<file path="src/design/backend_pkg.sv">
package backend_pkg;

	localparam int XLEN     = 64;
	localparam int OT_WIDTH = 15;

	// One-hot opcode class positions, 12 to 14 are spare
	localparam int OT_LUI     = 0;
	localparam int OT_AUIPC   = 1;
	localparam int OT_JAL     = 2;
	localparam int OT_JALR    = 3;
	localparam int OT_BRANCH  = 4;
	localparam int OT_LOAD    = 5;
	localparam int OT_STORE   = 6;
	localparam int OT_OPIMM   = 7;
	localparam int OT_OP      = 8;
	localparam int OT_OPIMM32 = 9;
	localparam int OT_OP32    = 10;
	localparam int OT_SYSTEM  = 11;

	// Classes that produce a value for rd
	localparam logic [OT_WIDTH-1:0] WRITES_RD_MASK = OT_WIDTH'(
		(1 << OT_LUI) | (1 << OT_AUIPC) | (1 << OT_JAL) | (1 << OT_JALR) |
		(1 << OT_LOAD) | (1 << OT_OPIMM) | (1 << OT_OP) | (1 << OT_OPIMM32) |
		(1 << OT_OP32));

	typedef enum logic [1:0] {MEM_NONE, MEM_LOAD, MEM_STORE} mem_kind_e;
	typedef enum logic [1:0] {FLOW_NONE, FLOW_CALL, FLOW_RET} flow_kind_e;

	typedef struct packed {
		logic [11:0] imm12;
		logic [4:0]  rs1;
		logic [2:0]  funct3;
		logic [4:0]  rd;
		logic [6:0]  opcode;
	} i_fmt_t;

	typedef struct packed {
		logic [6:0] imm_hi7;
		logic [4:0] rs2;
		logic [4:0] rs1;
		logic [2:0] funct3;
		logic [4:0] imm_lo5;
		logic [6:0] opcode;
	} s_fmt_t;

	// Same instruction bits seen as I-type or S-type
	typedef union packed {
		i_fmt_t i_fmt;
		s_fmt_t s_fmt;
	} inst_word_u;

endpackage

</file>
<file path="src/design/reg_file.sv">
module reg_file (
	input  logic                            clk,
	input  logic                            rst,
	input  logic                            wr_en,
	input  logic [4:0]                      wr_addr,
	input  logic [backend_pkg::XLEN-1:0]    wr_data,
	input  logic [4:0]                      rs1_addr,
	input  logic [4:0]                      rs2_addr,
	output logic [backend_pkg::XLEN-1:0]    rs1_data,
	output logic [backend_pkg::XLEN-1:0]    rs2_data
);

	logic [backend_pkg::XLEN-1:0] regs [32];

	always_ff @(posedge clk) begin
		if (rst) begin
			for (int i = 0; i < 32; i++) begin
				regs[i] <= '0;
			end
		end else if (wr_en) begin
			regs[wr_addr] <= wr_data;
		end
	end

	// Reads see the old value during a write cycle
	assign rs1_data = (rs1_addr == 5'd0) ? '0 : regs[rs1_addr];
	assign rs2_data = (rs2_addr == 5'd0) ? '0 : regs[rs2_addr];

	// Upstream masks every write to x0
	a_x0_zero: assert property (@(posedge clk) disable iff (rst)
		regs[0] == '0);

endmodule

</file>
<file path="config.mk">
export PLATFORM = sky130hd
export DESIGN_NAME = reg_file
export DESIGN_NICKNAME = d
export VERILOG_FILES = /design/src/design/backend_pkg.sv /design/src/design/reg_file.sv
export SDC_FILE = /design/constraint.sdc
export NUM_CORES = 2
export LEC_CHECK = 0
export BUFFER_PORTS_ARGS = -buffer_cell sky130_fd_sc_hd__buf_2
export CAP_MARGIN = 15
export CORE_ASPECT_RATIO = 0.75
export CORE_MARGIN = 2
export CORE_UTILIZATION = 40
export CTS_CLUSTER_DIAMETER = 80
export CTS_CLUSTER_SIZE = 16
export DETAILED_ROUTE_END_ITERATION = 10
export GPL_ROUTABILITY_DRIVEN = 0
export PLACE_DENSITY_LB_ADDON = 0.3
export SETUP_SLACK_MARGIN = 0.3
export SKIP_CTS_REPAIR_TIMING = 1
export SLEW_MARGIN = 5
export SYNTH_ARGS = -nofsm -noshare
export SYNTH_HDL_FRONTEND = slang
export SYNTH_SLANG_ARGS = --single-unit
</file>
<file path="constraint.sdc">
create_clock -name clk -period 3.9 [get_ports clk]
set_input_delay 0.39 -clock clk [delete_from_list [all_inputs] [get_ports clk]]
set_output_delay 0.39 -clock clk [all_outputs]
set_load 0.01 [all_outputs]
</file>
==> impl_metrics.yaml <==
pwr:
  power_leakage_nw: 40.7
  power.total_w: 0.0481
  p_sw_w: 0.0126
  p_int_w: 0.0354
  p_sw_share_pct: 26.3
  p_seq_share_pct: 54.0
  p_clk_share_pct: 31.6
  powerDensity_nw_per_um2: 403
  irDropWorstVdd_uv: 337
  pwr-share-comb_pct: 14.3
final_layout:
  nets: 6925
  final_layout_size_suffix_gt1_share_pct: 26.5
  final_core_util_pct: 44.2
  largest_reg_flops: 2048
  fill_cells: 23400
  regArea_um2: 61500
  largest-register: "regs"
  area_delta_synth_final_pct: 9.98
  multiInputGateArea_um2: 43800
  reg_top3: "regs (2048)"
drt:
  met1_length_um: 148000
  drtIter0Drc: 13900
  via_per_inst: 6.68
  top_layer_used: "met5"
  vias: 70200
  dr_wl_met2_um: 190000
  ant_nets: 0
  wl_met3_um: 58600
  drt-pass1-iter-count: 6
  wirelength_um: 419000
  drc: 0
  wl_per_cell_um: 39.9
timing:
  max_freq_mhz: 271
  tightestPinTransition_ns: 1.27
  hold_viol: 0
  finalSetupTns_ns: 0
  slew_headroom_pct: 15.0
  period_needed_ns: 3.70
  timing.final.crit_share_pct: 94.8
  rsz0062_at_grt: "false"
  finalSetupViolations: 0
  slew_violations: 0
clocking:
  cts_max_level: 4
  clk_pin_slew_ns: 0.08
  numCtsBuffers: 148
  clockBufferDepth: 3
  ctsRootBufferMaster: "clkbuf_16"
  cts_tree: "yes"
  clock_sinks: 2048
worst_setup_path:
  critPathMaxFanout: 18
  cp_data_required_time_ns: 3.51
  cp.arrival_ns: 3.31
  worstSetupEndpointType: "primary output"
  crit_path_start_kind: "input port"
  critPathKind: "input port to primary output"
placed_design:
  hpwl_um: 237000
  numPortBuffers: 209
synth:
  ys_seq_area_share_pct: 56.7
  async_flop_share_pct: 0
  syn_nets: 7014
  ys.flop_type: "edfxtp_1"
  synth_area_leaders: "edfxtp_1 57%, mux4_2 20%, and2_1 12%, mux2i_1 3.3%, clkbuf_1 2.0%"
  synthTopCellsByCount: "2052 x and2_1, 2048 x edfxtp_1, 982 x mux4_2"
  synth.avg_cell_area_um2: 15.6
  synthCells: 6932
  synth_most_common_cell: "and2_1"
  synth_area_um2: 108000
  ys_warn_count: 0
  post-synth-top-area-cell: "edfxtp_1"
  ys_ff_latch: 2048
  synth_top_area_share_pct: 56.7
  synth-edff-count: 2048
  ys_types: 49
run_status:
  status: "complete, no violations"
floorplanning:
  initial_core_util_pct: 40.2
  core-area_um2: 270000
  die_x_um: 605
  rows: 165
  die_h_um: 455
  ios: 210
  dieArea_um2: 275000
global_routing:
  grt_start_max_net_pins: 65
  grt_pass1_wl_um: 570000
  grt_usage_pct: 30.1
  grt_pass1_vias: 68200
  grt-ovfl-total: 0
  antenna_found_initial: 92
flow_run:
  max_cap_violations: 0
hold_path:
  hold_path.class: "input port to flip-flop"
## path summary, 6_finish.rpt
path,to,cells after the start,start,slack [ns]
worst min-delay path,regs[18][24]$_SDFFCE_PN0P_,2,wr_data[24],0.13
worst max-delay path,rs2_data[0],10,rs2_addr[2],0.20
## cell type report
class	instances	share of cell area (%)
Antenna cell	53	0.111
Clock buffer	164	3.30
Clock inverter	14	0.152
Inverter	2	0.0105
Multi-Input combinational cell	4092	36.8
Sequential cell	2048	51.6
Tap cell	3590	3.77
Timing Repair Buffer	551	4.30
## logic make-up (layout without fill, tap and decap cells)
kind of cell | Yosys count | count (layout) | share of synthesized area (%)
AOI/OAI and AO/OA | 495 | 495 | 3.41
buffers and inverters | 792 | 731 | 3.19
DFF | 2048 | 2048 | 56.7
muxes | 1366 | 1366 | 24.0
other | 0 | 53 | 0
and+or+nand+nor | 2231 | 2231 | 12.7
## placed cells by master (no fill, tap or decap), drive strengths merged, types with 23 or more instances in the layout
master and n:
and2 2052, edfxtp 2048, mux4 982, buf 551, mux2i 354, clkbuf 164
a211oi 129, o22ai 109, a22oi 66, nor2 58, diode 53, o221ai 53
a22o 45, a21o 42, or2 37, nand2 35, mux2 30, a31oi 23
## critical path, cell delays in order
cell and delay (ns):
buf_4 0.43, buf_4 0.28, and2_4 0.43, buf_12 0.30
buf_4 0.21, a22o_1 0.15, a211oi_1 0.05, a211oi_1 0.65
buf_4 0.22, buf_2 0.13
## power groups by stage
stage	logic [W]	clock network, W	registers, W
5_1_grt	0.00702	0.0159	0.0261
2_1_floorplan	0.00396	0	0.0262
4_1_cts	0.00676	0.0152	0.0259
3_5_place_dp	0.00675	0	0.0264
6_report	0.00687	0.0152	0.0260
3_3_place_gp	0.00672	0	0.0263
## through the flow
stage	hold slack, ns	cells	worst slack [ns]	area (um2)
2_1_floorplan	0.588	6932	1.14	108000
3_3_place_gp	0.982	10300	0.0761	115000
6_report	0.126	10500	0.204	119000
4_1_cts	0.0948	10500	0.0602	119000
5_1_grt	0.147	10500	0.305	119000
3_5_place_dp	1.00	10300	0.0717	115000
## metal layers
layer  vias to the layer above  track usage, %
li1                      26600               -
met1                     36600            39.8
met2                      5947            46.1
met3                      1089            7.95
met4                        18            15.2
met5                         -               0
No activity file was read; power rests on OpenSTA's default activity.
