===== src/design/backend_pkg.sv =====
package backend_pkg;

	localparam int XLEN     = 64;
	localparam int OT_WIDTH = 15;

	// One-hot opcode class positions, 12 to 14 are spare
	localparam int OT_LUI     = 0;
	localparam int OT_AUIPC   = 1;
	localparam int OT_JAL     = 2;
	localparam int OT_JALR    = 3;
	localparam int OT_BRANCH  = 4;
	localparam int OT_LOAD    = 5;
	localparam int OT_STORE   = 6;
	localparam int OT_OPIMM   = 7;
	localparam int OT_OP      = 8;
	localparam int OT_OPIMM32 = 9;
	localparam int OT_OP32    = 10;
	localparam int OT_SYSTEM  = 11;

	// Classes that produce a value for rd
	localparam logic [OT_WIDTH-1:0] WRITES_RD_MASK = OT_WIDTH'(
		(1 << OT_LUI) | (1 << OT_AUIPC) | (1 << OT_JAL) | (1 << OT_JALR) |
		(1 << OT_LOAD) | (1 << OT_OPIMM) | (1 << OT_OP) | (1 << OT_OPIMM32) |
		(1 << OT_OP32));

	typedef enum logic [1:0] {MEM_NONE, MEM_LOAD, MEM_STORE} mem_kind_e;
	typedef enum logic [1:0] {FLOW_NONE, FLOW_CALL, FLOW_RET} flow_kind_e;

	typedef struct packed {
		logic [11:0] imm12;
		logic [4:0]  rs1;
		logic [2:0]  funct3;
		logic [4:0]  rd;
		logic [6:0]  opcode;
	} i_fmt_t;

	typedef struct packed {
		logic [6:0] imm_hi7;
		logic [4:0] rs2;
		logic [4:0] rs1;
		logic [2:0] funct3;
		logic [4:0] imm_lo5;
		logic [6:0] opcode;
	} s_fmt_t;

	// Same instruction bits seen as I-type or S-type
	typedef union packed {
		i_fmt_t i_fmt;
		s_fmt_t s_fmt;
	} inst_word_u;

endpackage


===== src/design/commit_tracer.sv =====
module commit_tracer (
	input  logic                                retire,
	input  logic [backend_pkg::XLEN-1:0]        wb_pc,
	input  logic [31:0]                         wb_inst,
	input  logic [backend_pkg::OT_WIDTH-1:0]    wb_opcode_type,
	input  logic [backend_pkg::XLEN-1:0]        wb_mem_addr,
	output logic [backend_pkg::XLEN-1:0]        retire_pc,
	output logic [31:0]                         retire_inst,
	output backend_pkg::mem_kind_e              retire_mem_kind,
	output logic [backend_pkg::XLEN-1:0]        retire_mem_addr,
	output logic [backend_pkg::XLEN-1:0]        retire_mem_offset,
	output backend_pkg::flow_kind_e             retire_flow_kind
);

	backend_pkg::inst_word_u iw;
	logic [11:0]             s_imm;

	assign iw    = wb_inst;
	assign s_imm = {iw.s_fmt.imm_hi7, iw.s_fmt.imm_lo5};

	always_comb begin
		retire_pc         = '0;
		retire_inst       = '0;
		retire_mem_kind   = backend_pkg::MEM_NONE;
		retire_mem_addr   = '0;
		retire_mem_offset = '0;
		retire_flow_kind  = backend_pkg::FLOW_NONE;

		if (retire) begin
			retire_pc   = wb_pc;
			retire_inst = wb_inst;

			// Only legal RV64 widths count as an access
			if (wb_opcode_type[backend_pkg::OT_LOAD] && iw.i_fmt.funct3 <= 3'd6) begin
				retire_mem_kind   = backend_pkg::MEM_LOAD;
				retire_mem_addr   = wb_mem_addr;
				retire_mem_offset = {{(backend_pkg::XLEN-12){iw.i_fmt.imm12[11]}},
				                     iw.i_fmt.imm12};
			end else if (wb_opcode_type[backend_pkg::OT_STORE] &&
			             iw.s_fmt.funct3 <= 3'd3) begin
				retire_mem_kind   = backend_pkg::MEM_STORE;
				retire_mem_addr   = wb_mem_addr;
				retire_mem_offset = {{(backend_pkg::XLEN-12){s_imm[11]}}, s_imm};
			end

			if ((wb_opcode_type[backend_pkg::OT_JAL] || wb_opcode_type[backend_pkg::OT_JALR])
			    && iw.i_fmt.rd == 5'd1) begin
				retire_flow_kind = backend_pkg::FLOW_CALL;  // Link into ra
			end else if (wb_opcode_type[backend_pkg::OT_JALR] && iw.i_fmt.rd == 5'd0 &&
			             iw.i_fmt.rs1 == 5'd1 && iw.i_fmt.imm12 == 12'd0) begin
				retire_flow_kind = backend_pkg::FLOW_RET;   // Plain ret
			end
		end
	end

endmodule


===== config.mk =====
export PLATFORM = sky130hd
export DESIGN_NAME = commit_tracer
export DESIGN_NICKNAME = d
export VERILOG_FILES = /design/src/design/backend_pkg.sv /design/src/design/commit_tracer.sv
export SDC_FILE = /design/constraint.sdc
export NUM_CORES = 1
export LEC_CHECK = 0
export BUFFER_PORTS_ARGS = -buffer_cell sky130_fd_sc_hd__buf_4
export CAP_MARGIN = 20
export CORE_AREA = 2 2 155 157
export DETAILED_ROUTE_END_ITERATION = 7
export DIE_AREA = 0 0 157 159
export PLACE_DENSITY = 0.37
export REMOVE_ABC_BUFFERS = 1
export SYNTH_ARGS = -nofsm -noshare
export SYNTH_HDL_FRONTEND = slang
export SYNTH_SLANG_ARGS = --single-unit

===== constraint.sdc =====
create_clock -name vclk -period 5.2
set_input_delay 0 -clock vclk [all_inputs]
set_output_delay 0 -clock vclk [all_outputs]
set_load 0.01 [all_outputs]

==> results.json <==
{
  "critical-path-max-stage-delay_ns": 0.81,
  "multiInputGateArea_um2": 1205,
  "globalplace.congestion": 0.7408,
  "antenna_cells": 0,
  "timing.critical_path.from_type": "input pin",
  "synthAdderAreaFrac_pct": 0,
  "synthMuxAreaShare_pct": 0,
  "wl_per_cell_um": 17.28,
  "p_int_uw": 227.5,
  "critPathBufInv": 2,
  "buffer_ports.inserted": 393,
  "min_to": "retire_mem_addr[7]",
  "power_leakage_nw": 2.509,
  "synth-compound-area-share_pct": 4.374,
  "area_delta_synth_final_pct": 175.4,
  "dp_hpwl_um": 14180,
  "cp_slowest_cell": "and2_2",
  "routed_via_density": 3.243,
  "setup_violations": 0,
  "synthesis.area_um2": 1659,
  "min-delay-path-class": "in -> out",
  "final_common_cell": "buf_4",
  "critical_path_end_type": "output port",
  "total_power_uw": 390.3,
  "boundaryPins": 404,
  "floorplan_die_area_um2": 24960,
  "floorplan.die.height_um": 159,
  "totalWireLength_um": 15610,
  "synth_sequential_area_ratio_pct": 0,
  "detailedRoute.firstPassIterationCount": 4,
  "register_share_of_total_power_pct": 0,
  "hold_start": "wb_mem_addr[7]",
  "synth_top_family_by_area": "simple AND/OR/NAND/NOR gates",
  "dr.first_iter.drc_count": 29,
  "minimum_period_implied_by_the_final_worst_setup_slack_ns": 1.625,
  "floorplan.die.width_um": 157,
  "setup.worst_path.class": "in -> out",
  "timing.final.max_slew_violations": 0,
  "drc_errors": 0,
  "power-per-cell-area_nw_per_um2": 85.42,
  "drive_above_1_share_pct": 67.98,
  "p_sw_share_pct": 41.72,
  "total_switching_power_uw": 162.8,
  "clkPwrFrac_pct": 0,
  "ant_nets": 0,
  "crit_path_cell_trace": "buf_4 > nand2_1 > o21ai_4 > and2_2 > buf_4",
  "gr-usage-all-layers_pct": 11.27,
  "hold_ws_ns": 0.2853,
  "power.ir.vdd_worst_uv": 19.75,
  "post_synth_num_cell_types": 16,
  "number_of_global_route_vias_before_repair": 3018,
  "post_synth_xor_area_fraction_pct": 0,
  "critical_path.max_fanout": 53,
  "worstPathArrival_ns": 1.62,
  "final.setup.tns_ns": 0,
  "post_cts_resized": 0,
  "final_core_util_pct": 19.70,
  "floorplan_core_area_um2": 23190,
  "largest_net_degree_at_the_start_of_global_routing": 78,
  "maxCapViolations": 0,
  "clock_buffers": 0,
  "initial_antenna_violation_count": 0,
  "final_cell_mix": "buf_4, and2_1, a22o_1",
  "fin_hold_viols": 0,
  "critical_path_required_ns": 5.20,
  "seq_area_um2": 0,
  "synthesis.yosys.warnings": 0,
  "rsz0062_at_grt": "false",
  "num-nets-final": 762,
  "post-cts-setup-buffers": 0,
  "grt_overflow_total": 0,
  "clock.fmax_ghz": 0.6155,
  "path_delay_family": "simple AND/OR/NAND/NOR gates",
  "post_cts_hold_buffer_count": 0,
  "seq_cells": 0,
  "row_count": 56,
  "initial_utilization_pct": 7.154,
  "combinationalPowerShare_pct": 100.0,
  "critPathMostFrequentCell": "buf_4",
  "worstHoldPathCells": 3,
  "postSynthAreaPerCell_um2": 6.431,
  "period_share_pct": 31.24,
  "status": "completed",
  "grt_first_pass_wirelength_um": 20760,
  "fillerInstances": 2700,
  "netlist_instances": 258,
  "synthesized_area_fraction_occupied_by_and_or_nand_nor_cells_pct": 67.72,
  "dr_total_vias": 2928,
  "slew_headroom_pct": 35.07,
  "worst_slew_pin_slew_ns": 0.9740
}
[synth_stat cells (2+ instances only)]
cell      instances  share of area (%)
a22o_1            5                2.6
buf_4            52                 24
clkbuf_1         10                2.3
and2_1          167                 63
clkbuf_2          7                2.1
o211a_1           2                1.2
nor2_1            3               0.68
nor4_1            4                1.5
[cells by family (layout without fill, tap and decap cells)]
group	after synthesis	after routing
compound gates	8	8
simple gates	181	181
buf+inv	69	395
[through the flow]
stage | setup slack [ns] | std cells | cell area, µm²
2_1_floorplan | 0.4259 | 189 | 1196
3_5_place_dp | 3.472 | 903 | 4569
3_3_place_gp | 3.533 | 903 | 4569
6_report | 3.575 | 903 | 4569
4_1_cts | 3.472 | 903 | 4569
5_1_grt | 3.368 | 903 | 4569
[worst max-delay path by stage]
stage                startpoint  slack [ns]  depth (start not counted)                     to
floorplan           wb_inst[12]        0.43                          3  retire_mem_offset[11]
global placement         retire        3.53                          5  retire_mem_offset[18]
detailed placement       retire        3.47                          5  retire_mem_offset[26]
CTS                      retire        3.47                          5  retire_mem_offset[26]
global route             retire        3.37                          5  retire_mem_offset[26]
finish                   retire        3.58                          5  retire_mem_offset[26]
[per-layer routing]
metal  share of wire [%]  vias up  GRT usage [%]
li1                    -     1392              -
met1                  37     1298          12.16
met2                  50      236          21.39
met3                  13        2          4.709
met4                0.22        0         0.2502
met5                   0        -              0
[worst min-delay path, stage by stage]
cell	delay [ns]
buf_4	0.07
and2_1	0.10
buf_4	0.11
[cell type report]
type               instances  area share, %
multi-input cells        189          26.37
well taps                319          8.735
repair buffers           395          64.90
[power by group through the flow]
| stage | Combinational [mW] | Clock [mW] | Sequential, mW |
|---|---|---|---|
| 5_1_grt | 0.425 | 0 | 0 |
| 4_1_cts | 0.401 | 0 | 0 |
| 3_5_place_dp | 0.401 | 0 | 0 |
| 2_1_floorplan | 0.118 | 0 | 0 |
| 6_report | 0.390 | 0 | 0 |
| 3_3_place_gp | 0.400 | 0 | 0 |
Power figures use the tool's default switching activity.
