==> config.mk <==
export PLATFORM = sky130hd
export DESIGN_NAME = wb_unit_flat
export DESIGN_NICKNAME = d
export VERILOG_FILES = /design/src/design/backend_pkg.sv /design/src/design/mem_wb_if.sv /design/src/design/wb_unit.sv /design/src/flat_wrapper.sv
export SDC_FILE = /design/constraint.sdc
export NUM_CORES = 1
export LEC_CHECK = 0
export ABC_AREA = 1
export BUFFER_PORTS_ARGS = -buffer_cell sky130_fd_sc_hd__buf_2
export CAP_MARGIN = 20
export CORE_AREA = 3 3 193 195
export DETAILED_ROUTE_END_ITERATION = 16
export DIE_AREA = 0 0 196 198
export PLACE_DENSITY = 0.52
export SYNTH_ARGS = -nofsm -noshare
export SYNTH_HDL_FRONTEND = slang
export SYNTH_SLANG_ARGS = --single-unit
==> constraint.sdc <==
create_clock -name clk -period 17.74 [get_ports clk]
set_clock_uncertainty 0.1 [all_clocks]
set_input_delay 0 -clock clk [delete_from_list [all_inputs] [get_ports clk]]
set_output_delay 0 -clock clk [all_outputs]
set_load 0.02 [all_outputs]
==> src/design/backend_pkg.sv <==
package backend_pkg;

	localparam int XLEN     = 64;
	localparam int OT_WIDTH = 15;

	// One-hot opcode class positions, 12 to 14 are spare
	localparam int OT_LUI     = 0;
	localparam int OT_AUIPC   = 1;
	localparam int OT_JAL     = 2;
	localparam int OT_JALR    = 3;
	localparam int OT_BRANCH  = 4;
	localparam int OT_LOAD    = 5;
	localparam int OT_STORE   = 6;
	localparam int OT_OPIMM   = 7;
	localparam int OT_OP      = 8;
	localparam int OT_OPIMM32 = 9;
	localparam int OT_OP32    = 10;
	localparam int OT_SYSTEM  = 11;

	// Classes that produce a value for rd
	localparam logic [OT_WIDTH-1:0] WRITES_RD_MASK = OT_WIDTH'(
		(1 << OT_LUI) | (1 << OT_AUIPC) | (1 << OT_JAL) | (1 << OT_JALR) |
		(1 << OT_LOAD) | (1 << OT_OPIMM) | (1 << OT_OP) | (1 << OT_OPIMM32) |
		(1 << OT_OP32));

	typedef enum logic [1:0] {MEM_NONE, MEM_LOAD, MEM_STORE} mem_kind_e;
	typedef enum logic [1:0] {FLOW_NONE, FLOW_CALL, FLOW_RET} flow_kind_e;

	typedef struct packed {
		logic [11:0] imm12;
		logic [4:0]  rs1;
		logic [2:0]  funct3;
		logic [4:0]  rd;
		logic [6:0]  opcode;
	} i_fmt_t;

	typedef struct packed {
		logic [6:0] imm_hi7;
		logic [4:0] rs2;
		logic [4:0] rs1;
		logic [2:0] funct3;
		logic [4:0] imm_lo5;
		logic [6:0] opcode;
	} s_fmt_t;

	// Same instruction bits seen as I-type or S-type
	typedef union packed {
		i_fmt_t i_fmt;
		s_fmt_t s_fmt;
	} inst_word_u;

endpackage

==> src/design/mem_wb_if.sv <==
interface mem_wb_if;

	logic                                valid;
	logic [backend_pkg::XLEN-1:0]        pc;
	logic [31:0]                         inst;
	logic [backend_pkg::OT_WIDTH-1:0]    opcode_type;
	logic [4:0]                          rd;
	logic                                wen;      // Already masked for x0
	logic [backend_pkg::XLEN-1:0]        wdata;
	logic [backend_pkg::XLEN-1:0]        mem_addr; // Zero for non-memory ops

	modport src (
		output valid, pc, inst, opcode_type, rd, wen, wdata, mem_addr
	);

	modport dst (
		input valid, pc, inst, opcode_type, rd, wen, wdata, mem_addr
	);

endinterface

==> src/design/wb_unit.sv <==
module wb_unit (
	input  logic                                clk,
	input  logic                                rst,
	input  logic                                advance,
	mem_wb_if.dst                               in,
	output logic                                wr_en,
	output logic [4:0]                          wr_addr,
	output logic [backend_pkg::XLEN-1:0]        wr_data,
	output logic                                wbu_writing_gpr,
	output logic [4:0]                          wbu_rd,
	output logic                                retire,
	output logic [backend_pkg::XLEN-1:0]        wb_pc,
	output logic [31:0]                         wb_inst,
	output logic [backend_pkg::OT_WIDTH-1:0]    wb_opcode_type,
	output logic [backend_pkg::XLEN-1:0]        wb_mem_addr
);

	logic                                wb_valid;
	logic                                wb_wen;
	logic [4:0]                          wb_rd;
	logic [backend_pkg::XLEN-1:0]        wb_wdata;
	logic [backend_pkg::XLEN-1:0]        wb_pc_q;
	logic [31:0]                         wb_inst_q;
	logic [backend_pkg::OT_WIDTH-1:0]    wb_opcode_type_q;
	logic [backend_pkg::XLEN-1:0]        wb_mem_addr_q;

	// WB pipeline register, frozen while advance is low
	always_ff @(posedge clk) begin
		if (rst) begin
			wb_valid         <= 1'b0;
			wb_wen           <= 1'b0;
			wb_rd            <= 5'd0;
			wb_opcode_type_q <= '0;
		end else if (advance) begin
			wb_valid         <= in.valid;
			wb_wen           <= in.wen;
			wb_rd            <= in.rd;
			wb_opcode_type_q <= in.opcode_type;
			wb_pc_q          <= in.pc;
			wb_inst_q        <= in.inst;
			wb_wdata         <= in.wdata;
			wb_mem_addr_q    <= in.mem_addr;
		end
	end

	assign retire  = wb_valid && advance;  // Leaves the pipe at this edge
	assign wr_en   = retire && wb_wen;
	assign wr_addr = wb_rd;
	assign wr_data = wb_wdata;

	// Pending write seen by forwarding even during a stall
	assign wbu_writing_gpr = wb_valid && wb_wen;
	assign wbu_rd          = wb_rd;

	assign wb_pc          = wb_pc_q;
	assign wb_inst        = wb_inst_q;
	assign wb_opcode_type = wb_opcode_type_q;
	assign wb_mem_addr    = wb_mem_addr_q;

	// wen was masked for x0 back in the memory stage
	a_wr_needs_valid: assert property (@(posedge clk) disable iff (rst)
		wr_en |-> wr_addr != 5'd0);

endmodule

==> src/flat_wrapper.sv <==
// flat-port wrapper written by rule: the top's interface ports become plain ports
module wb_unit_flat 
  (clk, rst, advance, wr_en, wr_addr, wr_data, wbu_writing_gpr, wbu_rd, retire, wb_pc, wb_inst, wb_opcode_type, wb_mem_addr, in_valid, in_pc, in_inst, in_opcode_type, in_rd, in_wen, in_wdata, in_mem_addr);
  mem_wb_if in_i ();
  input  logic clk;
  input  logic rst;
  input  logic advance;
  output logic wr_en;
  output logic [4:0] wr_addr;
  output logic [backend_pkg::XLEN-1:0] wr_data;
  output logic wbu_writing_gpr;
  output logic [4:0] wbu_rd;
  output logic retire;
  output logic [backend_pkg::XLEN-1:0] wb_pc;
  output logic [31:0] wb_inst;
  output logic [backend_pkg::OT_WIDTH-1:0] wb_opcode_type;
  output logic [backend_pkg::XLEN-1:0] wb_mem_addr;
  input wire logic [$bits(in_i.valid)-1:0] in_valid;
  input wire logic [$bits(in_i.pc)-1:0] in_pc;
  input wire logic [$bits(in_i.inst)-1:0] in_inst;
  input wire logic [$bits(in_i.opcode_type)-1:0] in_opcode_type;
  input wire logic [$bits(in_i.rd)-1:0] in_rd;
  input wire logic [$bits(in_i.wen)-1:0] in_wen;
  input wire logic [$bits(in_i.wdata)-1:0] in_wdata;
  input wire logic [$bits(in_i.mem_addr)-1:0] in_mem_addr;
  assign in_i.valid = in_valid;
  assign in_i.pc = in_pc;
  assign in_i.inst = in_inst;
  assign in_i.opcode_type = in_opcode_type;
  assign in_i.rd = in_rd;
  assign in_i.wen = in_wen;
  assign in_i.wdata = in_wdata;
  assign in_i.mem_addr = in_mem_addr;
  wb_unit u_core (.clk(clk), .rst(rst), .advance(advance), .in(in_i), .wr_en(wr_en), .wr_addr(wr_addr), .wr_data(wr_data), .wbu_writing_gpr(wbu_writing_gpr), .wbu_rd(wbu_rd), .retire(retire), .wb_pc(wb_pc), .wb_inst(wb_inst), .wb_opcode_type(wb_opcode_type), .wb_mem_addr(wb_mem_addr));
endmodule
==> results of run 1 <==
## cell usage after synthesis, drive strengths merged
| master | n | share of area |
|---|---|---|
| nor2 | 46 | 0.022 |
| dfxtp | 22 | 0.057 |
| nand2 | 46 | 0.022 |
| buf | 12 | 0.015 |
| edfxtp | 224 | 0.87 |
| inv | 26 | 0.013 |
## cell families after synthesis
kind of cell  Yosys count  share of synthesized area
simple gates           92                     0.0447
flops                 246                      0.928
buf+inv                38                     0.0277
## per-stage QoR
stage	utilization	instance area [µm²]	setup slack (ns)
2_1_floorplan	-	7730	7.12
3_3_place_gp	0.301	10700	14.66
3_5_place_dp	0.301	10700	14.62
==> impl_metrics.tcl, run 1 <==
set metrics [dict create \
    firstError "[ERROR RSZ-0060] Max buffer count reached." \
    die-height_um 198 \
    initial_utilization 0.217 \
    cts_resized 0 \
    io_buffer_count 500 \
    status "did not finish" \
    die_width_um 196 \
    ys_types 9 \
    cts.sinks 246 \
    yosys_warnings 0 \
    ys_seq_area_frac 0.928 \
    gp_congestion 0.789 \
    synth_cells 376 \
    hpwlAfterDp_um 18700 \
    htreeDepth 1 \
    cts_root_buffer "clkbuf_16" \
    lastStage "clock tree synthesis" \
    dp.cells 1328 \
    cts_hold_buffers 277 \
    ys_ff_latch 246 \
    synth_fp_nets 625 \
    cts_buffers 28 \
    post_cts_buffers 0 \
    io_pins 501 \
    clock_path_buffers 3 \
    syn_area_um2 7730 \
    avgSynthCellArea_um2 20.5 \
    rows 69 \
]
==> run 2, diff against run 1 <==
Settings changed: CORE_AREA 3 3 193 195 to 3 3 194 196, DIE_AREA 0 0 196 198 to 0 0 197 199, PLACE_DENSITY 0.52 to unset, PLACE_DENSITY_LB_ADDON set to 0.15.
==> impl_metrics.tcl, run 2 <==
set metrics [dict create \
    status "finished clean" \
    ys_seq_area_frac 0.928 \
    required_ns 17.80 \
    die-height_um 199 \
    syn_area_um2 7730 \
    hp-class "in -> reg" \
    dpl_cell_area_um2 10700 \
    min_from "advance" \
    dp.cells 1336 \
    cts_root_buffer "clkbuf_16" \
    cts_tree "built" \
    routedWlPerCell_um 15.4 \
    min_path_cells 3 \
    hpwlAfterDp_um 18000 \
    yosysTopAreaCellShare 0.871 \
    die_area_um2 39200 \
    fin_ws_ns 15.54 \
    antenna_found_initial 2 \
    reg2reg_depth 3 \
    fin_area_um2 14300 \
    peakVddDrop_mv 0.0651 \
    cp_max_fo 69 \
    ys_types 9 \
    wl_um 25500 \
    ys_ff_latch 246 \
    clk_latency_ns 0.53 \
    synth_edf_count 224 \
    clkTransAtPathRegs_ns 0.05 \
    period_minus_slack_ns 2.20 \
    setup_violations 0 \
    htreeDepth 1 \
    reg2reg_slack_ns 16.45 \
    avgSynthCellArea_um2 20.5 \
    arrival_ns 2.26 \
    final_util 0.395 \
    period_share 0.124 \
    io_buffer_count 500 \
    syn2layout_area_growth_pct 85.3 \
    route.vias.total 6074 \
    synthFlopType "edfxtp_1" \
    min_to "u_core.wb_opcode_type[3]" \
    drc 0 \
    p_leak_nw 6.23 \
    yosysMostFrequentCell "edfxtp_1" \
    grt.busiest_layer "met2" \
    route.antenna.remaining_nets 0 \
    met1_usage 0.134 \
    met3_usage 0.0361 \
    instances_no_fill 1656 \
    die_width_um 197 \
    hold-worst-slack_ns 0.0256 \
    cts.sinks 246 \
    tns_ns 0 \
    synth_common_cells "224 x edfxtp_1, 46 x nand2_1, 46 x nor2_1" \
    initial_utilization 0.213 \
    grt_start_max_net_pins 70 \
    grt_pass1_vias 6438 \
    first_pass_iters 4 \
    gp_congestion 0.707 \
    pre_cts_slack_ns 14.92 \
    worst_pin_slew_ns 0.891 \
    gr-usage-met2 0.218 \
    max_freq_mhz 454 \
    synth_cells 376 \
    grt.overflow.total 0 \
    p_total_mw 1.43 \
    cts_resized 0 \
    power.density_nw_per_um2 99.8 \
    yosys_warnings 0 \
    synth_fp_nets 625 \
    synth_area_leaders "edfxtp_1 87%, dfxtp_1 5.7%, nand2_1 2.2%" \
    drive_gt1_frac 0.457 \
    slew_viol_final 0 \
    r2r_start "u_core.wbu_rd[1]" \
    grt_pass1_wl_um 36400 \
    worstReg2RegEnd "u_core.wbu_rd[1]" \
    async_flop_share 0 \
    cts_buffers 29 \
    drv_cap 0 \
    track_usage 0.120 \
    rsz0062_at_grt "false" \
    nets 1418 \
    hold_viol_final 0 \
    final_cell_mix "500 x buf_2, 270 x dlygate4sd3_1, 224 x edfxtp_1" \
    yosysTopAreaCell "edfxtp_1" \
    worstSetupPathType "in -> reg" \
    io_pins 501 \
    clock_path_buffers 3 \
    final_common_cell "buf_2" \
    slew_headroom 0.406 \
    vias_per_cell 3.67 \
    crit_path_start_kind "input port" \
    endpoint_kind "flip-flop" \
    core_area_um2 36300 \
    drt-initial-drc-count 199 \
    rows 70 \
]
## run 2: cell counts after synthesis
No cell type changed its count.
## run 2: where the power goes
part / internal [mW] / switching [mW]
sequential: 0.676 / 0.0102
clock: 0.327 / 0.227
combinational: 0.0869 / 0.101
total: 1.09 / 0.339
## run 2: logic make-up (layout without fill, tap and decap cells)
group,count (synthesis),in the layout,synth area share
flip-flops,246,246,0.928
AND/OR/NAND/NOR,92,92,0.0447
buffers and inverters,38,849,0.0277
other,0,1,0
## run 2: how the worst max path moves through the flow
stage                       start  slack, ns  cells past startpoint                      to
after detailed placement  advance      14.92                      5      u_core.wr_data[18]
after floorplan           advance       7.12                      4       u_core.wb_inst[0]
after CTS                 advance      15.51                      5      u_core.wr_data[20]
after global routing      advance      15.29                      5      u_core.wr_data[20]
after global placement    advance      14.94                      5  u_core.wb_mem_addr[23]
final                     advance      15.54                      5      u_core.wb_inst[14]
## run 2: timing repair
| item | CTS | global route |
|---|---|---|
| hold endpoints to repair | 246 | 0 |
| setup buffers | 0 | 0 |
| hold buffers | 270 | 0 |
## run 2: per-layer routing
| layer | vias up | routed length (µm) |
|---|---|---|
| met5 | - | 13 |
| met2 | 285 | 13100 |
| met3 | 44 | 2150 |
| met1 | 2808 | 9570 |
| met4 | 2 | 677 |
| li1 | 2935 | - |
## run 2: worst max-delay path, cell delays in order
cell	delay, ns
buf_2	0.60
inv_2	0.12
nor2_4	0.13
buf_4	0.49
buf_4	0.79
## run 2: layout make-up
type,instances,area [µm²]
diodes,1,2.50
inverters,26,97.6
multi-input cells,92,353
clock inverters,12,118
well taps,468,586
fillers,3529,21900
clock buffers,37,756
flip-flops and latches,246,7170
repair buffers,774,5240
(Power assumes the default switching activity.)
==> run 3, diff against run 2 <==
Clock period 17.74 ns to 2.1 ns, I/O delays scaled along.
==> impl_metrics.tcl, run 3 <==
set metrics [dict create \
    status "did not finish" \
    lastStage "clock tree synthesis" \
    firstError "[ERROR RSZ-0060] Max buffer count reached." \
    ys_types 9 \
    synthFlopType "edfxtp_1" \
    cts_hold_buffers 279 \
    yosysTopAreaCell "edfxtp_1" \
    yosys_warnings 0 \
    hpwlAfterDp_um 18900 \
    clock_path_buffers 3 \
    pre_cts_slack_ns 0.754 \
    rows 70 \
    avgSynthCellArea_um2 20.5 \
    die_width_um 197 \
    gp_congestion 0.721 \
    cts_root_buffer "clkbuf_16" \
    ys_ff_latch 246 \
    synth_area_leaders "edfxtp_1 87%, dfxtp_1 5.7%, nand2_1 2.2%" \
    cts.sinks 246 \
    yosysMostFrequentCell "edfxtp_1" \
    cts_buffers 29 \
    synth_fp_nets 625 \
    io_buffer_count 500 \
    die-height_um 199 \
    cts_resized 0 \
    ys_seq_area_frac 0.928 \
    post_cts_buffers 0 \
    syn_area_um2 7730 \
    htreeDepth 1 \
    async_flop_share 0 \
    synth_cells 376 \
    io_pins 501 \
    synth_edf_count 224 \
    synth_common_cells "224 x edfxtp_1, 46 x nand2_1, 46 x nor2_1" \
    yosysTopAreaCellShare 0.871 \
    initial_utilization 0.213 \
]
-- run 3: cell counts after synthesis --
No cell type changed its count.
-- run 3: logic make-up after synthesis --
kind of cell / count (synthesis) / synth area share
DFF: 246 / 0.928
and+or+nand+nor: 92 / 0.0447
buffers and inverters: 38 / 0.0277
-- run 3: stage by stage --
step / instance area [µm²] / instances
3_3_place_gp: 10800 / 1338
2_1_floorplan: 7750 / 376
3_5_place_dp: 10800 / 1338
